--- config.mk ---
export PLATFORM = sky130hd
export DESIGN_NAME = i2c_byte_engine_flat
export DESIGN_NICKNAME = d
export VERILOG_FILES = /design/src/common/i2c_pkg.sv /design/src/common/i2c_byte_if.sv /design/src/i2c/i2c_byte_engine.sv /design/src/flat_wrapper.sv
export SDC_FILE = /design/constraint.sdc
export NUM_CORES = 1
export LEC_CHECK = 0
export ABC_AREA = 0
export BUFFER_PORTS_ARGS = -buffer_cell sky130_fd_sc_hd__buf_2
export CORE_UTILIZATION = 37
export DETAILED_ROUTE_END_ITERATION = 8
export PLACE_DENSITY_LB_ADDON = 0.12
export SETUP_SLACK_MARGIN = 0.4
export SYNTH_ARGS = -nofsm -noshare
export SYNTH_HDL_FRONTEND = slang
export SYNTH_SLANG_ARGS = --single-unit
--- constraint.sdc ---
create_clock -name sys_clk -period 4 [get_ports sys_clk]
set_clock_uncertainty 0.15 [all_clocks]
set_input_delay 0.8 -clock sys_clk [delete_from_list [all_inputs] [get_ports sys_clk]]
set_output_delay 0.8 -clock sys_clk [all_outputs]
set_load 0.02 [all_outputs]
--- src/common/i2c_pkg.sv ---
package i2c_pkg;

    // control byte fields, msb first on the wire
    typedef struct packed {
        logic [3:0] dev_type;
        logic [2:0] chip;
        logic       rw;         // 1 = read
    } ctrl_fields_t;

    typedef union packed {
        logic [7:0]   raw;      // what the shifter sends
        ctrl_fields_t f;
    } ctrl_byte_u;

    // half-bit counter inside one byte slot, 0..17
    typedef logic [4:0] phase_t;

    localparam phase_t PHASE_ACK  = 5'd16;  // high half of the ninth bit
    localparam phase_t PHASE_LAST = 5'd17;  // low half of the ninth bit

endpackage

--- src/common/i2c_byte_if.sv ---
`timescale 1ns/1ps

interface i2c_byte_if;
    logic       start;        // one cycle, engine must be idle
    logic       rx_mode;
    logic [7:0] tx_byte;
    logic       master_nack;
    logic       done;         // one cycle, end of ninth bit
    logic       ack_ok;
    logic [7:0] rx_byte;

    modport master (
        output start, rx_mode, tx_byte, master_nack,
        input  done, ack_ok, rx_byte
    );

    modport slave (
        input  start, rx_mode, tx_byte, master_nack,
        output done, ack_ok, rx_byte
    );
endinterface

--- src/i2c/i2c_byte_engine.sv ---
`timescale 1ns/1ps

module i2c_byte_engine
    import i2c_pkg::*;
(
    input  logic       sys_clk,
    input  logic       Rst_n,
    input  logic       scl_high_mid,
    input  logic       scl_low_mid,
    input  logic       sda_in,
    i2c_byte_if.slave  bus,
    output logic       sda_oe,
    output logic       sda_out
);
    logic       busy;
    logic       rx;          // latched rx_mode for the current byte
    phase_t     phase;
    logic [7:0] shreg;

    assign bus.rx_byte = shreg;

    always_ff @(posedge sys_clk or negedge Rst_n)
    begin
        if (!Rst_n)
        begin
            busy       <= 1'b0;
            rx         <= 1'b0;
            phase      <= '0;
            sda_oe     <= 1'b0;
            sda_out    <= 1'b1;
            bus.done   <= 1'b0;
            bus.ack_ok <= 1'b0;
        end
        else
        begin
            bus.done <= 1'b0;
            if (bus.start)
            begin
                busy    <= 1'b1;
                rx      <= bus.rx_mode;
                phase   <= '0;
                sda_oe  <= !bus.rx_mode;
                sda_out <= bus.tx_byte[7];  // scl is low here
            end
            else if (busy && scl_high_mid)
            begin
                phase <= phase + 1'b1;
                if (phase == PHASE_ACK)
                    bus.ack_ok <= rx || !sda_in;  // slave pulls low to ack
            end
            else if (busy && scl_low_mid)
            begin
                if (phase == PHASE_LAST)
                begin
                    busy     <= 1'b0;
                    phase    <= '0;
                    sda_oe   <= 1'b0;
                    sda_out  <= 1'b1;
                    bus.done <= 1'b1;
                end
                else
                begin
                    phase <= phase + 1'b1;
                    if (phase == PHASE_ACK - 5'd1)
                    begin
                        // ninth bit, release for slave ack or drive our own
                        sda_oe  <= rx;
                        sda_out <= bus.master_nack;
                    end
                    else
                        sda_out <= shreg[6];
                end
            end
        end
    end

    always_ff @(posedge sys_clk)
    begin
        if (bus.start)
            shreg <= bus.tx_byte;
        else if (busy && !rx && scl_low_mid && phase < PHASE_ACK - 5'd1)
            shreg <= {shreg[6:0], 1'b0};
        else if (busy && rx && scl_high_mid && phase < PHASE_ACK)
            shreg <= {shreg[6:0], sda_in};  // sample mid high
    end
endmodule

--- src/flat_wrapper.sv ---
// flat-port wrapper written by rule: the top's interface ports become plain ports
module i2c_byte_engine_flat import i2c_pkg::*;
  (sys_clk, Rst_n, scl_high_mid, scl_low_mid, sda_in, sda_oe, sda_out, bus_start, bus_rx_mode, bus_tx_byte, bus_master_nack, bus_done, bus_ack_ok, bus_rx_byte);
  i2c_byte_if bus_i ();
  input  logic sys_clk;
  input  logic Rst_n;
  input  logic scl_high_mid;
  input  logic scl_low_mid;
  input  logic sda_in;
  output logic sda_oe;
  output logic sda_out;
  input wire logic [$bits(bus_i.start)-1:0] bus_start;
  input wire logic [$bits(bus_i.rx_mode)-1:0] bus_rx_mode;
  input wire logic [$bits(bus_i.tx_byte)-1:0] bus_tx_byte;
  input wire logic [$bits(bus_i.master_nack)-1:0] bus_master_nack;
  output wire logic [$bits(bus_i.done)-1:0] bus_done;
  output wire logic [$bits(bus_i.ack_ok)-1:0] bus_ack_ok;
  output wire logic [$bits(bus_i.rx_byte)-1:0] bus_rx_byte;
  assign bus_i.start = bus_start;
  assign bus_i.rx_mode = bus_rx_mode;
  assign bus_i.tx_byte = bus_tx_byte;
  assign bus_i.master_nack = bus_master_nack;
  assign bus_done = bus_i.done;
  assign bus_ack_ok = bus_i.ack_ok;
  assign bus_rx_byte = bus_i.rx_byte;
  i2c_byte_engine u_core (.sys_clk(sys_clk), .Rst_n(Rst_n), .scl_high_mid(scl_high_mid), .scl_low_mid(scl_low_mid), .sda_in(sda_in), .bus(bus_i), .sda_oe(sda_oe), .sda_out(sda_out));
endmodule
==> load_flow_metrics.sql, run 1 <==
INSERT INTO impl_metrics (metric_group, metric, value, unit) VALUES
('critical_path', 'crit_path_start', 'scl_low_mid', ''),
('floorplan', 'die_w', '54.0', 'um'),
('critical_path', 'crit_path_cell_chain', 'buf_2 > nand4_1 > o21ai_0', ''),
('sta', 'final.min_clock_period', '2.11', 'ns'),
('placed_design', 'placedCellCount', '142', ''),
('clock_tree', 'ctsLongestPathBuffers', '2', ''),
('sta', 'achievable-frequency', '474', 'MHz'),
('pwr', 'switchingPower', '0.118', 'mW'),
('critical_path', 'cp.required', '3.78', 'ns'),
('critical_path', 'ff_to_ff_end', 'u_core.bus.rx_byte[0]', ''),
('critical_path', 'worst_r2r_src', 'u_core.phase[2]', ''),
('critical_path', 'timing.critical_path.max_delay_family', 'compound AO/OA/AOI/OAI gates', ''),
('sta', 'final_min_period_over_clock_period', '52.7', '%'),
('job', 'max_cap_violations', '0', ''),
('global_route', 'grt_first_pass_wirelength', '3330', 'um'),
('critical_path', 'crit_path_start_kind', 'input port', ''),
('clock_tree', 'clock_latency', '0.30', 'ns'),
('logic_synthesis', 'synth_enable_flop_cells', '8', ''),
('critical_path', 'critical_path_peak_fanout', '8', ''),
('global_route', 'grt_start_max_net_pins', '28', ''),
('global_route', 'global_route.overflow_total', '0', ''),
('worst_hold_path', 'hold_class', 'input port to asynchronous set/reset pin', ''),
('floorplan', 'initial_utilization', '39.7', '%'),
('pwr', 'p_clk_share', '23.9', '%'),
('critical_path', 'worst_path_largest_cell_delay', '0.86', 'ns'),
('sta', 'number_of_hold_violations_in_the_final_report', '0', ''),
('pwr', 'worst_ir_drop_vdd', '202', 'uV'),
('logic_synthesis', 'syn_nets', '108', ''),
('layout', 'diodes', '0', ''),
('critical_path', 'worstPathArrival', '1.89', 'ns'),
('placed_design', 'routabilityCongestion', '0.743', ''),
('critical_path', 'critical_path_endpoint_category', 'flip-flop', ''),
('clock_tree', 'cts_sinks', '19', ''),
('placed_design', 'place_hpwl', '1460', 'um'),
('sta', 'grt_setup_unrepaired', 'false', ''),
('pwr', 'total_leakage_power', '0.510', 'nW'),
('pwr', 'cellInternalPower', '0.294', 'mW'),
('clock_tree', 'cts_tree', 'built', ''),
('logic_synthesis', 'netlist-cell-type-count', '33', ''),
('sta', 'timing.setup.tns', '0', 'ns'),
('pwr', 'power_density', '346', 'nW/um^2'),
('sta', 'maxSlewHeadroom', '28.1', '%'),
('logic_synthesis', 'yosysWarningCount', '0', ''),
('clock_tree', 'numCtsBuffers', '3', ''),
('global_route', 'number_of_antenna_violations_at_the_first_check_in_global_routing', '0', ''),
('global_route', 'first_global_vias', '737', ''),
('sta', 'maxSlewViolCount', '0', ''),
('pwr', 'share_seq_of_total_power', '56.9', '%'),
('critical_path', 'worst-r2r-setup-slack', '1.91', 'ns'),
('clock_tree', 'cts.root.buffer_cell', 'sky130_fd_sc_hd__clkbuf_4', ''),
('global_route', 'globalRouteTotalUtil', '16.2', '%'),
('logic_synthesis', 'post_synth.cell_area_avg', '11.4', 'um^2'),
('layout', 'layout.nets', '137', ''),
('floorplan', 'rows', '18', ''),
('critical_path', 'worstSetupEndpoint', 'u_core.bus.rx_byte[0]', ''),
('layout', 'post_route_cells_drive_above_1_share', '37.9', '%'),
('floorplan', 'core_area', '2520', 'um^2'),
('critical_path', 'timing.critical_path.slowest_stage_cell', 'sky130_fd_sc_hd__o21ai_0', ''),
('placed_design', 'port_buffers', '27', ''),
('logic_synthesis', 'synth-seq-area-share', '51.6', '%'),
('critical_path', 'path_class', 'input port to flip-flop', ''),
('logic_synthesis', 'async_reset_ff_share', '57.9', '%'),
('floorplan', 'die_y', '54.0', 'um'),
('status', 'outcome', 'completed', ''),
('routing', 'routed_wl', '1990', 'um'),
('routing', 'initialDrtViolationCount', '6', ''),
('pwr', 'share_comb_of_total_power', '19.2', '%'),
('routing', 'wl_per_cell', '13.6', 'um'),
('logic_synthesis', 'netlist_instances', '88', ''),
('clock_tree', 'count_of_hold_fix_buffers_inserted_at_cts', '0', ''),
('logic_synthesis', 'postSynth.topFlopCell', 'sky130_fd_sc_hd__dfrtp_1', '');
logic make-up after synthesis:
| group | after synthesis | share of synthesized area (%) |
|---|---|---|
| and+or+nand+nor | 24 | 15.7 |
| AOI/OAI and AO/OA | 21 | 14.0 |
| DFF | 19 | 51.6 |
| buffers and inverters | 12 | 4.74 |
| muxes | 8 | 8.99 |
| adders and majority gates | 4 | 4.99 |
power groups by stage:
stage | registers, mW | clock network, mW | logic, mW
2_1_floorplan | 0.253 | 0 | 0.0352
3_3_place_gp | 0.238 | 0 | 0.0792
3_5_place_dp | 0.239 | 0 | 0.0805
4_1_cts | 0.235 | 0.103 | 0.0807
5_1_grt | 0.237 | 0.111 | 0.0884
6_report | 0.234 | 0.0984 | 0.0789
routing by layer:
layer | global-route usage [%] | wire, um | vias up
met2 | 26.1 | 897 | 25
met4 | 7.69 | 39 | 0
li1 | - | - | 387
met1 | 21.2 | 949 | 359
met5 | 0 | 0 | -
met3 | 2.54 | 101 | 5
stage by stage:
step	worst slack, ns	instance area [um^2]	hold WS [ns]	total power [mW]	utilization, %
3_3_place_gp	1.57	1160	0.377	0.317	46.0
5_1_grt	1.68	1190	0.217	0.436	47.1
6_report	1.89	1190	0.205	0.412	47.1
2_1_floorplan	1.89	1000	0.354	0.289	-
3_5_place_dp	1.46	1160	0.390	0.319	46.0
4_1_cts	1.83	1190	0.205	0.419	47.1
how the worst min path moves through the flow:
stage / from / end / slack [ns] / cells past startpoint
global route: Rst_n / u_core.rx / 0.22 / 1
global placement: u_core.sda_out / u_core.sda_out / 0.38 / 2
floorplan: Rst_n / u_core.bus.ack_ok / 0.35 / 0
finish: Rst_n / u_core.bus.done / 0.20 / 1
detailed placement: u_core.sda_out / u_core.sda_out / 0.39 / 2
CTS: Rst_n / u_core.bus.done / 0.21 / 1
cell type report:
cell class | count | area [um^2]
fillers | 267 | 1330
flip-flops and latches | 19 | 517
multi-input cells | 57 | 438
repair buffers | 27 | 135
well taps | 30 | 37.5
inverters | 9 | 33.8
clock buffers | 3 | 22.5
clock inverters | 1 | 5.00
sequential cells by signal, summed over array words and instances (netlist names):
| register | cells |
|---|---|
| u_core.bus.ack_ok | 1 |
| u_core.bus.rx_byte | 8 |
| u_core.busy | 1 |
| u_core.bus.done | 1 |
| u_core.phase | 5 |
| u_core.sda_oe | 1 |
| u_core.rx | 1 |
| u_core.sda_out | 1 |
synthesized netlist by cell type, drive strengths merged, types with 2 or more instances:
| cell type | number | share of area [%] |
|---|---|---|
| edfxtp | 8 | 24 |
| o21ai | 9 | 4.9 |
| dfrtp | 10 | 25 |
| nor3 | 2 | 1.0 |
| nand4 | 2 | 1.2 |
| o41ai | 2 | 1.7 |
| a41oi | 2 | 1.7 |
| mux2 | 8 | 9.0 |
| buf | 2 | 1.0 |
| or3 | 2 | 1.2 |
| inv | 9 | 3.4 |
| a21oi | 3 | 1.5 |
| nor2b | 3 | 1.9 |
| nand3 | 4 | 2.0 |
| nand2 | 3 | 1.1 |
| ha | 4 | 5.0 |
placed cells by master, fill, tap and decap left out:
| cell type | Yosys | layout |
|---|---|---|
| sky130_fd_sc_hd__nor3b_1 | 1 | 1 |
| sky130_fd_sc_hd__dfrtp_1 | 10 | 10 |
| sky130_fd_sc_hd__nand3b_1 | 1 | 1 |
| sky130_fd_sc_hd__nand4bb_1 | 1 | 1 |
| sky130_fd_sc_hd__a41oi_1 | 2 | 2 |
| sky130_fd_sc_hd__ha_1 | 4 | 4 |
| sky130_fd_sc_hd__o21ai_1 | 2 | 2 |
| sky130_fd_sc_hd__o31a_1 | 1 | 1 |
| sky130_fd_sc_hd__o31ai_1 | 1 | 1 |
| sky130_fd_sc_hd__or3_1 | 2 | 2 |
| sky130_fd_sc_hd__clkinv_2 | 0 | 1 |
| sky130_fd_sc_hd__or3b_2 | 1 | 1 |
| sky130_fd_sc_hd__nand3_1 | 4 | 4 |
| sky130_fd_sc_hd__o211ai_1 | 1 | 1 |
| sky130_fd_sc_hd__mux2_2 | 8 | 8 |
| sky130_fd_sc_hd__and4bb_2 | 1 | 1 |
| sky130_fd_sc_hd__or4_1 | 1 | 1 |
| sky130_fd_sc_hd__nor2b_1 | 3 | 3 |
| sky130_fd_sc_hd__o41a_1 | 1 | 1 |
| sky130_fd_sc_hd__o22ai_1 | 1 | 1 |
| sky130_fd_sc_hd__nand2_1 | 3 | 3 |
| sky130_fd_sc_hd__a21oi_1 | 3 | 3 |
| sky130_fd_sc_hd__o41ai_1 | 2 | 2 |
| sky130_fd_sc_hd__o21ai_2 | 1 | 1 |
| sky130_fd_sc_hd__dfstp_2 | 1 | 1 |
| sky130_fd_sc_hd__and4b_2 | 1 | 1 |
| sky130_fd_sc_hd__clkbuf_4 | 0 | 3 |
| sky130_fd_sc_hd__nor3_1 | 2 | 2 |
| sky130_fd_sc_hd__edfxtp_1 | 8 | 8 |
| sky130_fd_sc_hd__o21ai_0 | 6 | 6 |
| sky130_fd_sc_hd__buf_2 | 2 | 27 |
| sky130_fd_sc_hd__inv_1 | 9 | 9 |
| sky130_fd_sc_hd__and3_1 | 1 | 1 |
| sky130_fd_sc_hd__nand4_1 | 2 | 2 |
Note: power is estimated with default switching activity, not from simulation.
==> run 2, diff against run 1 <==
- clock period: 4 -> 1.91 ns (I/O delays scaled with it)
==> run 2 against run 1 <==
Power grew 130%. Via count grew 9.1%. First-iteration DRC count shrank 17%. Worst setup slack lost 1.7 ns. Final area grew 24%. Hold slack lost 0.061 ns. Combinational power grew to 3.3 times the previous value. Non-clock buffer count grew 13. Sequential cell count is the same. Sequential share of layout area shrank 8.3 points. Critical endpoint is now u_core.sda_oe.
==> load_flow_metrics.sql, run 2 (synthesized netlist as in run 1, its figures left out) <==
INSERT INTO impl_metrics (metric_group, metric, value, unit) VALUES
('status', 'outcome', 'completed', ''),
('sta', 'grt_setup_unrepaired', 'true', ''),
('layout', 'fillerInstances', '235', ''),
('pwr', 'worst_ir_drop_vdd', '487', 'uV'),
('floorplan', 'rows', '18', ''),
('sta', 'final_min_period_over_clock_period', '91.6', '%'),
('pwr', 'cellInternalPower', '0.676', 'mW'),
('global_route', 'grt_first_pass_wirelength', '3590', 'um'),
('global_route', 'first_global_vias', '747', ''),
('pwr', 'post-layout-total-power', '0.954', 'mW'),
('global_route', 'grt_start_max_net_pins', '19', ''),
('critical_path', 'timing.critical_path.buf_inv', '0', ''),
('clock_tree', 'cts.root.buffer_cell', 'sky130_fd_sc_hd__clkbuf_4', ''),
('sta', 'timing.setup.tns', '0', 'ns'),
('worst_hold_path', 'hold_class', 'input port to flip-flop', ''),
('pwr', 'switchingPower', '0.278', 'mW'),
('layout', 'flip_flop_count_of_the_largest_register_after_layout', '8', ''),
('pwr', 'share_comb_of_total_power', '26.9', '%'),
('layout', 'area.growth.synth_to_final', '47.1', '%'),
('job', 'max_cap_violations', '0', ''),
('global_route', 'globalRouteTotalUtil', '18.0', '%'),
('floorplan', 'die_w', '54.0', 'um'),
('placed_design', 'place_hpwl', '1610', 'um'),
('pwr', 'power_density', '647', 'nW/um^2'),
('clock_tree', 'clock_latency', '0.30', 'ns'),
('routing', 'initialDrtViolationCount', '5', ''),
('clock_tree', 'cts_tree', 'built', ''),
('critical_path', 'timing.critical_path.slowest_stage_cell', 'sky130_fd_sc_hd__dfrtp_1', ''),
('floorplan', 'die-area', '2920', 'um^2'),
('layout', 'layout.nets', '150', ''),
('placed_design', 'routabilityCongestion', '0.775', ''),
('critical_path', 'crit_path_cell_chain', 'ha_2 > and3_4 > ha_4 > or3b_4 > o41a_1 > o21ai_1', ''),
('clock_tree', 'cts_max_level', '1', ''),
('routing', 'drt-vias-per-instance', '5.33', ''),
('sta', 'maxSlewViolCount', '0', ''),
('critical_path', 'cp.required', '2.00', 'ns'),
('clock_tree', 'ctsLongestPathBuffers', '2', ''),
('routing', 'number_of_remaining_drc_errors', '0', ''),
('clock_tree', 'numCtsBuffers', '3', ''),
('sta', 'final.min_clock_period', '1.75', 'ns'),
('critical_path', 'timing.critical_path.max_delay_family', 'simple AND/OR/NAND/NOR gates', ''),
('layout', 'final_std_cells_w_o_fill', '159', ''),
('placed_design', 'placedCellCount', '144', ''),
('critical_path', 'critical_path_endpoint_category', 'flip-flop', ''),
('pwr', 'power_switching_share', '29.1', '%'),
('sta', 'achievable-frequency', '571', 'MHz'),
('critical_path', 'path_class', 'flip-flop to flip-flop', ''),
('clock_tree', 'clock_input_transition_at_the_sequential_cells_of_the_worst_setup_and_hold_paths', '0.11', 'ns'),
('layout', 'layout.cells.most_common_list', 'sky130_fd_sc_hd__buf_2, sky130_fd_sc_hd__dfrtp_1, sky130_fd_sc_hd__inv_1, sky130_fd_sc_hd__mux2_2, sky130_fd_sc_hd__edfxtp_1', ''),
('clock_tree', 'cts_sinks', '19', ''),
('sta', 'maxSlewHeadroom', '71.8', '%'),
('critical_path', 'worstPathArrival', '1.84', 'ns'),
('critical_path', 'worst_path_largest_cell_delay', '0.41', 'ns'),
('pwr', 'share_seq_of_total_power', '51.1', '%'),
('floorplan', 'die_y', '54.0', 'um'),
('layout', 'diodes', '0', ''),
('floorplan', 'initial_utilization', '39.7', '%'),
('routing', 'final_antenna_net_count', '0', ''),
('placed_design', 'port_buffers', '27', ''),
('floorplan', 'pin_count', '28', ''),
('pwr', 'p_clk_share', '22.0', '%'),
('critical_path', 'crit_path_start_kind', 'flip-flop', ''),
('pwr', 'total_leakage_power', '0.609', 'nW'),
('floorplan', 'core_area', '2520', 'um^2'),
('sta', 'slew_at_the_pin_with_the_worst_max_slew_slack', '0.423', 'ns'),
('layout', 'layout.cells.most_common', 'sky130_fd_sc_hd__buf_2', ''),
('routing', 'routed_wl', '2390', 'um'),
('routing', 'first_pass_iters', '3', ''),
('global_route', 'global_route.overflow_total', '0', ''),
('routing', 'vias', '847', ''),
('routing', 'wl_per_cell', '15.0', 'um'),
('placed_design', 'place_ws', '0.141', 'ns'),
('critical_path', 'critical_path_peak_fanout', '3', ''),
('layout', 'post_route_cells_drive_above_1_share', '55.8', '%'),
('global_route', 'number_of_antenna_violations_at_the_first_check_in_global_routing', '0', ''),
('sta', 'finalWorstSetupSlack', '0.160', 'ns'),
('sta', 'number_of_hold_violations_in_the_final_report', '0', ''),
('sta', 'setup_viol', '0', '');
==> run 2: cell types whose count changed in the layout (fill, tap and decap cells not counted), moves of 2 or more <==
cell / change
sky130_fd_sc_hd__buf_6: +7
sky130_fd_sc_hd__buf_4: +4
sky130_fd_sc_hd__ha_1: -4
sky130_fd_sc_hd__ha_4: +3
sky130_fd_sc_hd__o21ai_0: -3
sky130_fd_sc_hd__a21oi_1: -2
sky130_fd_sc_hd__buf_12: +2
sky130_fd_sc_hd__nor3_1: -2
sky130_fd_sc_hd__nor3_2: +2
sky130_fd_sc_hd__o41ai_1: -2
sky130_fd_sc_hd__o41ai_2: +2
==> run 2: worst paths after layout <==
kind	slack, ns	to	cells after the start	startpoint
max	0.16	u_core.sda_oe	6	u_core.phase[1]
min	0.14	u_core.rx	3	bus_rx_mode
max reg2reg	0.16	u_core.sda_oe	6	u_core.phase[1]
min reg2reg	0.43	u_core.bus.rx_byte[2]	1	u_core.bus.rx_byte[1]
max in group asynchronous	1.03	u_core.sda_out	2	Rst_n
min in group asynchronous	0.32	u_core.sda_oe	2	Rst_n
==> run 2: routing by layer <==
layer	track usage [%]	part of all wire, %	vias to the layer above
met2	29.4	51	16
met4	8.97	1.9	0
met3	3.39	2.8	5
met1	22.4	44	412
li1	-	-	414
met5	0	0	-
==> run 2: what timing repair did <==
action / 4_1_cts / 5_1_grt
hold buffers: 1 / 0
resized for setup: 15 / 12
buffers inserted: 7 / 3
endpoints found under the setup margin: 15 / 20
pin swaps: 6 / 5
endpoints found under the hold margin: 10 / 0
==> run 2: cell type report <==
type / count / area [um^2] / area share [%]
inverters: 9 / 38.8 / 2.63
clock buffers: 4 / 26.3 / 1.78
well taps: 30 / 37.5 / 2.55
repair buffers: 40 / 289 / 19.6
multi-input cells: 57 / 564 / 38.3
flip-flops and latches: 19 / 518 / 35.1
==> run 2: worst min-delay path, stage by stage <==
cell and delay (ns):
sky130_fd_sc_hd__buf_2 0.08, sky130_fd_sc_hd__nand2_1 0.04, sky130_fd_sc_hd__o21ai_0 0.06
==> run 2: through the flow <==
stage	cell area [um^2]	hold slack (ns)	util (%)
after floorplan	1040	-0.0636	-
final	1470	0.144	58.4
after detailed placement	1230	0.120	48.7
after global placement	1230	0.119	48.7
after CTS	1400	0.137	55.7
after global routing	1470	0.133	58.4
==> run 2: power groups by stage <==
| stage | Clock [mW] | Combinational (mW) | Sequential (mW) |
|---|---|---|---|
| global route | 0.239 | 0.279 | 0.494 |
| finish | 0.210 | 0.257 | 0.487 |
| global placement | 0 | 0.182 | 0.495 |
| detailed placement | 0 | 0.184 | 0.497 |
| CTS | 0.214 | 0.236 | 0.488 |
| floorplan | 0 | 0.0785 | 0.531 |
==> run 3, diff against run 2 <==
- clock period: 1.91 -> 2 ns (I/O delays scaled with it)
==> run 3 against run 2 <==
Die area did not move. Register-to-register slack better by 0.10 ns. Critical endpoint unchanged. Via count decreased by 5.3%. Cell count decreased by 5.0%. Critical path type unchanged. First-iteration DRC count unchanged. Hold slack better by 0.020 ns. Count of clock-buffer cells in the layout fell by 1. Wire length shrank 11%. Sequential cell count did not move. Largest power group unchanged.
==> load_flow_metrics.sql, run 3 (synthesized netlist as in run 1, its figures left out) <==
INSERT INTO impl_metrics (metric_group, metric, value, unit) VALUES
('status', 'outcome', 'completed', ''),
('clock_tree', 'numCtsBuffers', '3', ''),
('clock_tree', 'cts_max_level', '1', ''),
('sta', 'number_of_hold_violations_in_the_final_report', '0', ''),
('critical_path', 'critical_path.most_common_cell', 'sky130_fd_sc_hd__ha_4', ''),
('routing', 'drt-vias-per-instance', '5.31', ''),
('layout', 'area.growth.synth_to_final', '30.8', '%'),
('critical_path', 'critical_path_peak_fanout', '3', ''),
('critical_path', 'worstPathArrival', '1.82', 'ns'),
('sta', 'setup_viol', '0', ''),
('clock_tree', 'ctsLongestPathBuffers', '2', ''),
('floorplan', 'rows', '18', ''),
('floorplan', 'pin_count', '28', ''),
('critical_path', 'r2r_cells', '6', ''),
('critical_path', 'timing.critical_path.buf_inv', '0', ''),
('placed_design', 'place_ws', '0.209', 'ns'),
('clock_tree', 'clock_latency', '0.30', 'ns'),
('critical_path', 'worst_path_largest_cell_delay', '0.45', 'ns'),
('global_route', 'global_route.overflow_total', '0', ''),
('critical_path', 'timing.critical_path.max_delay_family', 'simple AND/OR/NAND/NOR gates', ''),
('global_route', 'globalRouteTotalUtil', '16.4', '%'),
('global_route', 'grt_first_pass_wirelength', '3420', 'um'),
('routing', 'routed_wl', '2130', 'um'),
('sta', 'final_min_period_over_clock_period', '86.9', '%'),
('routing', 'wl_per_cell', '14.1', 'um'),
('sta', 'achievable-frequency', '576', 'MHz'),
('layout', 'diodes', '0', ''),
('pwr', 'share_seq_of_total_power', '54.3', '%'),
('pwr', 'p_clk_share', '24.1', '%'),
('sta', 'finalWorstSetupSlack', '0.263', 'ns'),
('critical_path', 'crit_path_start_kind', 'flip-flop', ''),
('clock_tree', 'cts_sinks', '19', ''),
('floorplan', 'die-area', '2920', 'um^2'),
('critical_path', 'timing.critical_path.slowest_stage_cell', 'sky130_fd_sc_hd__dfrtp_2', ''),
('clock_tree', 'cts_tree', 'built', ''),
('critical_path', 'path_depth', '6', ''),
('layout', 'fillerInstances', '232', ''),
('routing', 'vias', '802', ''),
('pwr', 'total_leakage_power', '0.546', 'nW'),
('worst_hold_path', 'hold_class', 'input port to flip-flop', ''),
('floorplan', 'die_y', '54.0', 'um'),
('pwr', 'share_comb_of_total_power', '21.6', '%'),
('placed_design', 'port_buffers', '27', ''),
('pwr', 'cellInternalPower', '0.602', 'mW'),
('global_route', 'groute.layer.met2.usage', '26.7', '%'),
('sta', 'maxSlewViolCount', '0', ''),
('critical_path', 'crit_path_cell_chain', 'ha_4 > and3_4 > ha_4 > or3b_4 > o41a_1 > o21ai_1', ''),
('sta', 'timing.setup.tns', '0', 'ns'),
('clock_tree', 'clock_input_transition_at_the_sequential_cells_of_the_worst_setup_and_hold_paths', '0.12', 'ns'),
('floorplan', 'initial_utilization', '39.7', '%'),
('layout', 'postLayoutCoreUtil', '52.0', '%'),
('sta', 'final.min_clock_period', '1.74', 'ns'),
('pwr', 'worst_ir_drop_vdd', '516', 'uV'),
('clock_tree', 'cts.root.buffer_cell', 'sky130_fd_sc_hd__clkbuf_4', ''),
('pwr', 'power_switching_share', '29.8', '%'),
('layout', 'layout.cells.most_common', 'sky130_fd_sc_hd__buf_2', ''),
('sta', 'maxSlewHeadroom', '71.4', '%'),
('layout', 'post_route_cells_drive_above_1_share', '49.6', '%'),
('floorplan', 'core_area', '2520', 'um^2'),
('critical_path', 'cp.required', '2.09', 'ns'),
('worst_hold_path', 'min_delay_path_depth', '2', ''),
('global_route', 'grt_start_max_net_pins', '24', ''),
('critical_path', 'critical_path_endpoint_category', 'flip-flop', ''),
('global_route', 'gr-max-usage-layer', 'met2', ''),
('layout', 'flip_flop_count_of_the_largest_register_after_layout', '8', ''),
('placed_design', 'place_hpwl', '1510', 'um'),
('routing', 'first_pass_iters', '2', ''),
('job', 'max_cap_violations', '0', ''),
('routing', 'number_of_remaining_drc_errors', '0', ''),
('pwr', 'power_density', '654', 'nW/um^2'),
('critical_path', 'path_class', 'flip-flop to flip-flop', ''),
('sta', 'slew_at_the_pin_with_the_worst_max_slew_slack', '0.429', 'ns'),
('global_route', 'first_global_vias', '771', ''),
('global_route', 'grtUsageMet3', '2.54', '%'),
('pwr', 'switchingPower', '0.255', 'mW'),
('sta', 'grt_setup_unrepaired', 'true', ''),
('placed_design', 'routabilityCongestion', '0.783', ''),
('routing', 'initialDrtViolationCount', '5', ''),
('global_route', 'number_of_antenna_violations_at_the_first_check_in_global_routing', '0', ''),
('global_route', 'grtUsageMet1', '21.6', '%'),
('floorplan', 'die_w', '54.0', 'um'),
('layout', 'layout.cells.most_common_list', 'sky130_fd_sc_hd__buf_2, sky130_fd_sc_hd__dfrtp_1, sky130_fd_sc_hd__inv_1, sky130_fd_sc_hd__mux2_2, sky130_fd_sc_hd__edfxtp_1', ''),
('layout', 'layout.nets', '142', ''),
('routing', 'final_antenna_net_count', '0', '');
==> run 3: power groups by stage <==
| stage | registers (mW) | logic [mW] | clock network (mW) |
|---|---|---|---|
| after floorplan | 0.507 | 0.0743 | 0 |
| after global placement | 0.475 | 0.165 | 0 |
| after detailed placement | 0.476 | 0.166 | 0 |
| after CTS | 0.464 | 0.184 | 0.213 |
| after global routing | 0.471 | 0.205 | 0.226 |
| final | 0.466 | 0.185 | 0.206 |
==> run 3: final cells by class <==
| type | count | area (um^2) | area share (%) |
|---|---|---|---|
| Clock buffer | 3 | 22.5 | 1.72 |
| Timing Repair Buffer | 32 | 175 | 13.4 |
| Multi-Input combinational cell | 57 | 519 | 39.6 |
| Inverter | 9 | 33.8 | 2.58 |
| Tap cell | 30 | 37.5 | 2.86 |
| Sequential cell | 19 | 518 | 39.5 |
| Clock inverter | 1 | 5.00 | 0.382 |
==> run 3: routing by layer <==
metal / part of all wire [%] / routed length (um)
met5: 0 / 0
met2: 47 / 1000
met3: 3.9 / 84
met4: 0.61 / 13
met1: 48 / 1030
==> run 3: path summary, 6_finish.rpt <==
kind | end | start | slack (ns)
max | u_core.sda_oe | u_core.phase[0] | 0.26
min | u_core.bus.ack_ok | sda_in | 0.16
max reg2reg | u_core.sda_oe | u_core.phase[0] | 0.26
min reg2reg | u_core.sda_out | u_core.sda_out | 0.42
max in group asynchronous | u_core.sda_out | Rst_n | 1.11
min in group asynchronous | u_core.bus.done | Rst_n | 0.33
==> run 3: metrics by stage <==
| stage | power, mW | hold slack, ns | std cells | instance area [um^2] |
|---|---|---|---|---|
| global placement | 0.640 | 0.138 | 143 | 1200 |
| detailed placement | 0.642 | 0.139 | 143 | 1200 |
| finish | 0.858 | 0.164 | 151 | 1310 |
| floorplan | 0.581 | -0.0456 | 88 | 1030 |
| CTS | 0.861 | 0.160 | 151 | 1290 |
| global route | 0.902 | 0.167 | 151 | 1310 |
==> run 3: repair_timing <==
action | CTS | global route
hold buffers | 1 | 0
gates resized for setup | 5 | 7
pin swaps | 1 | 3
gates cloned | 0 | 0
setup endpoints to repair | 13 | 15
hold endpoints to repair | 10 | 0
setup buffers | 3 | 0
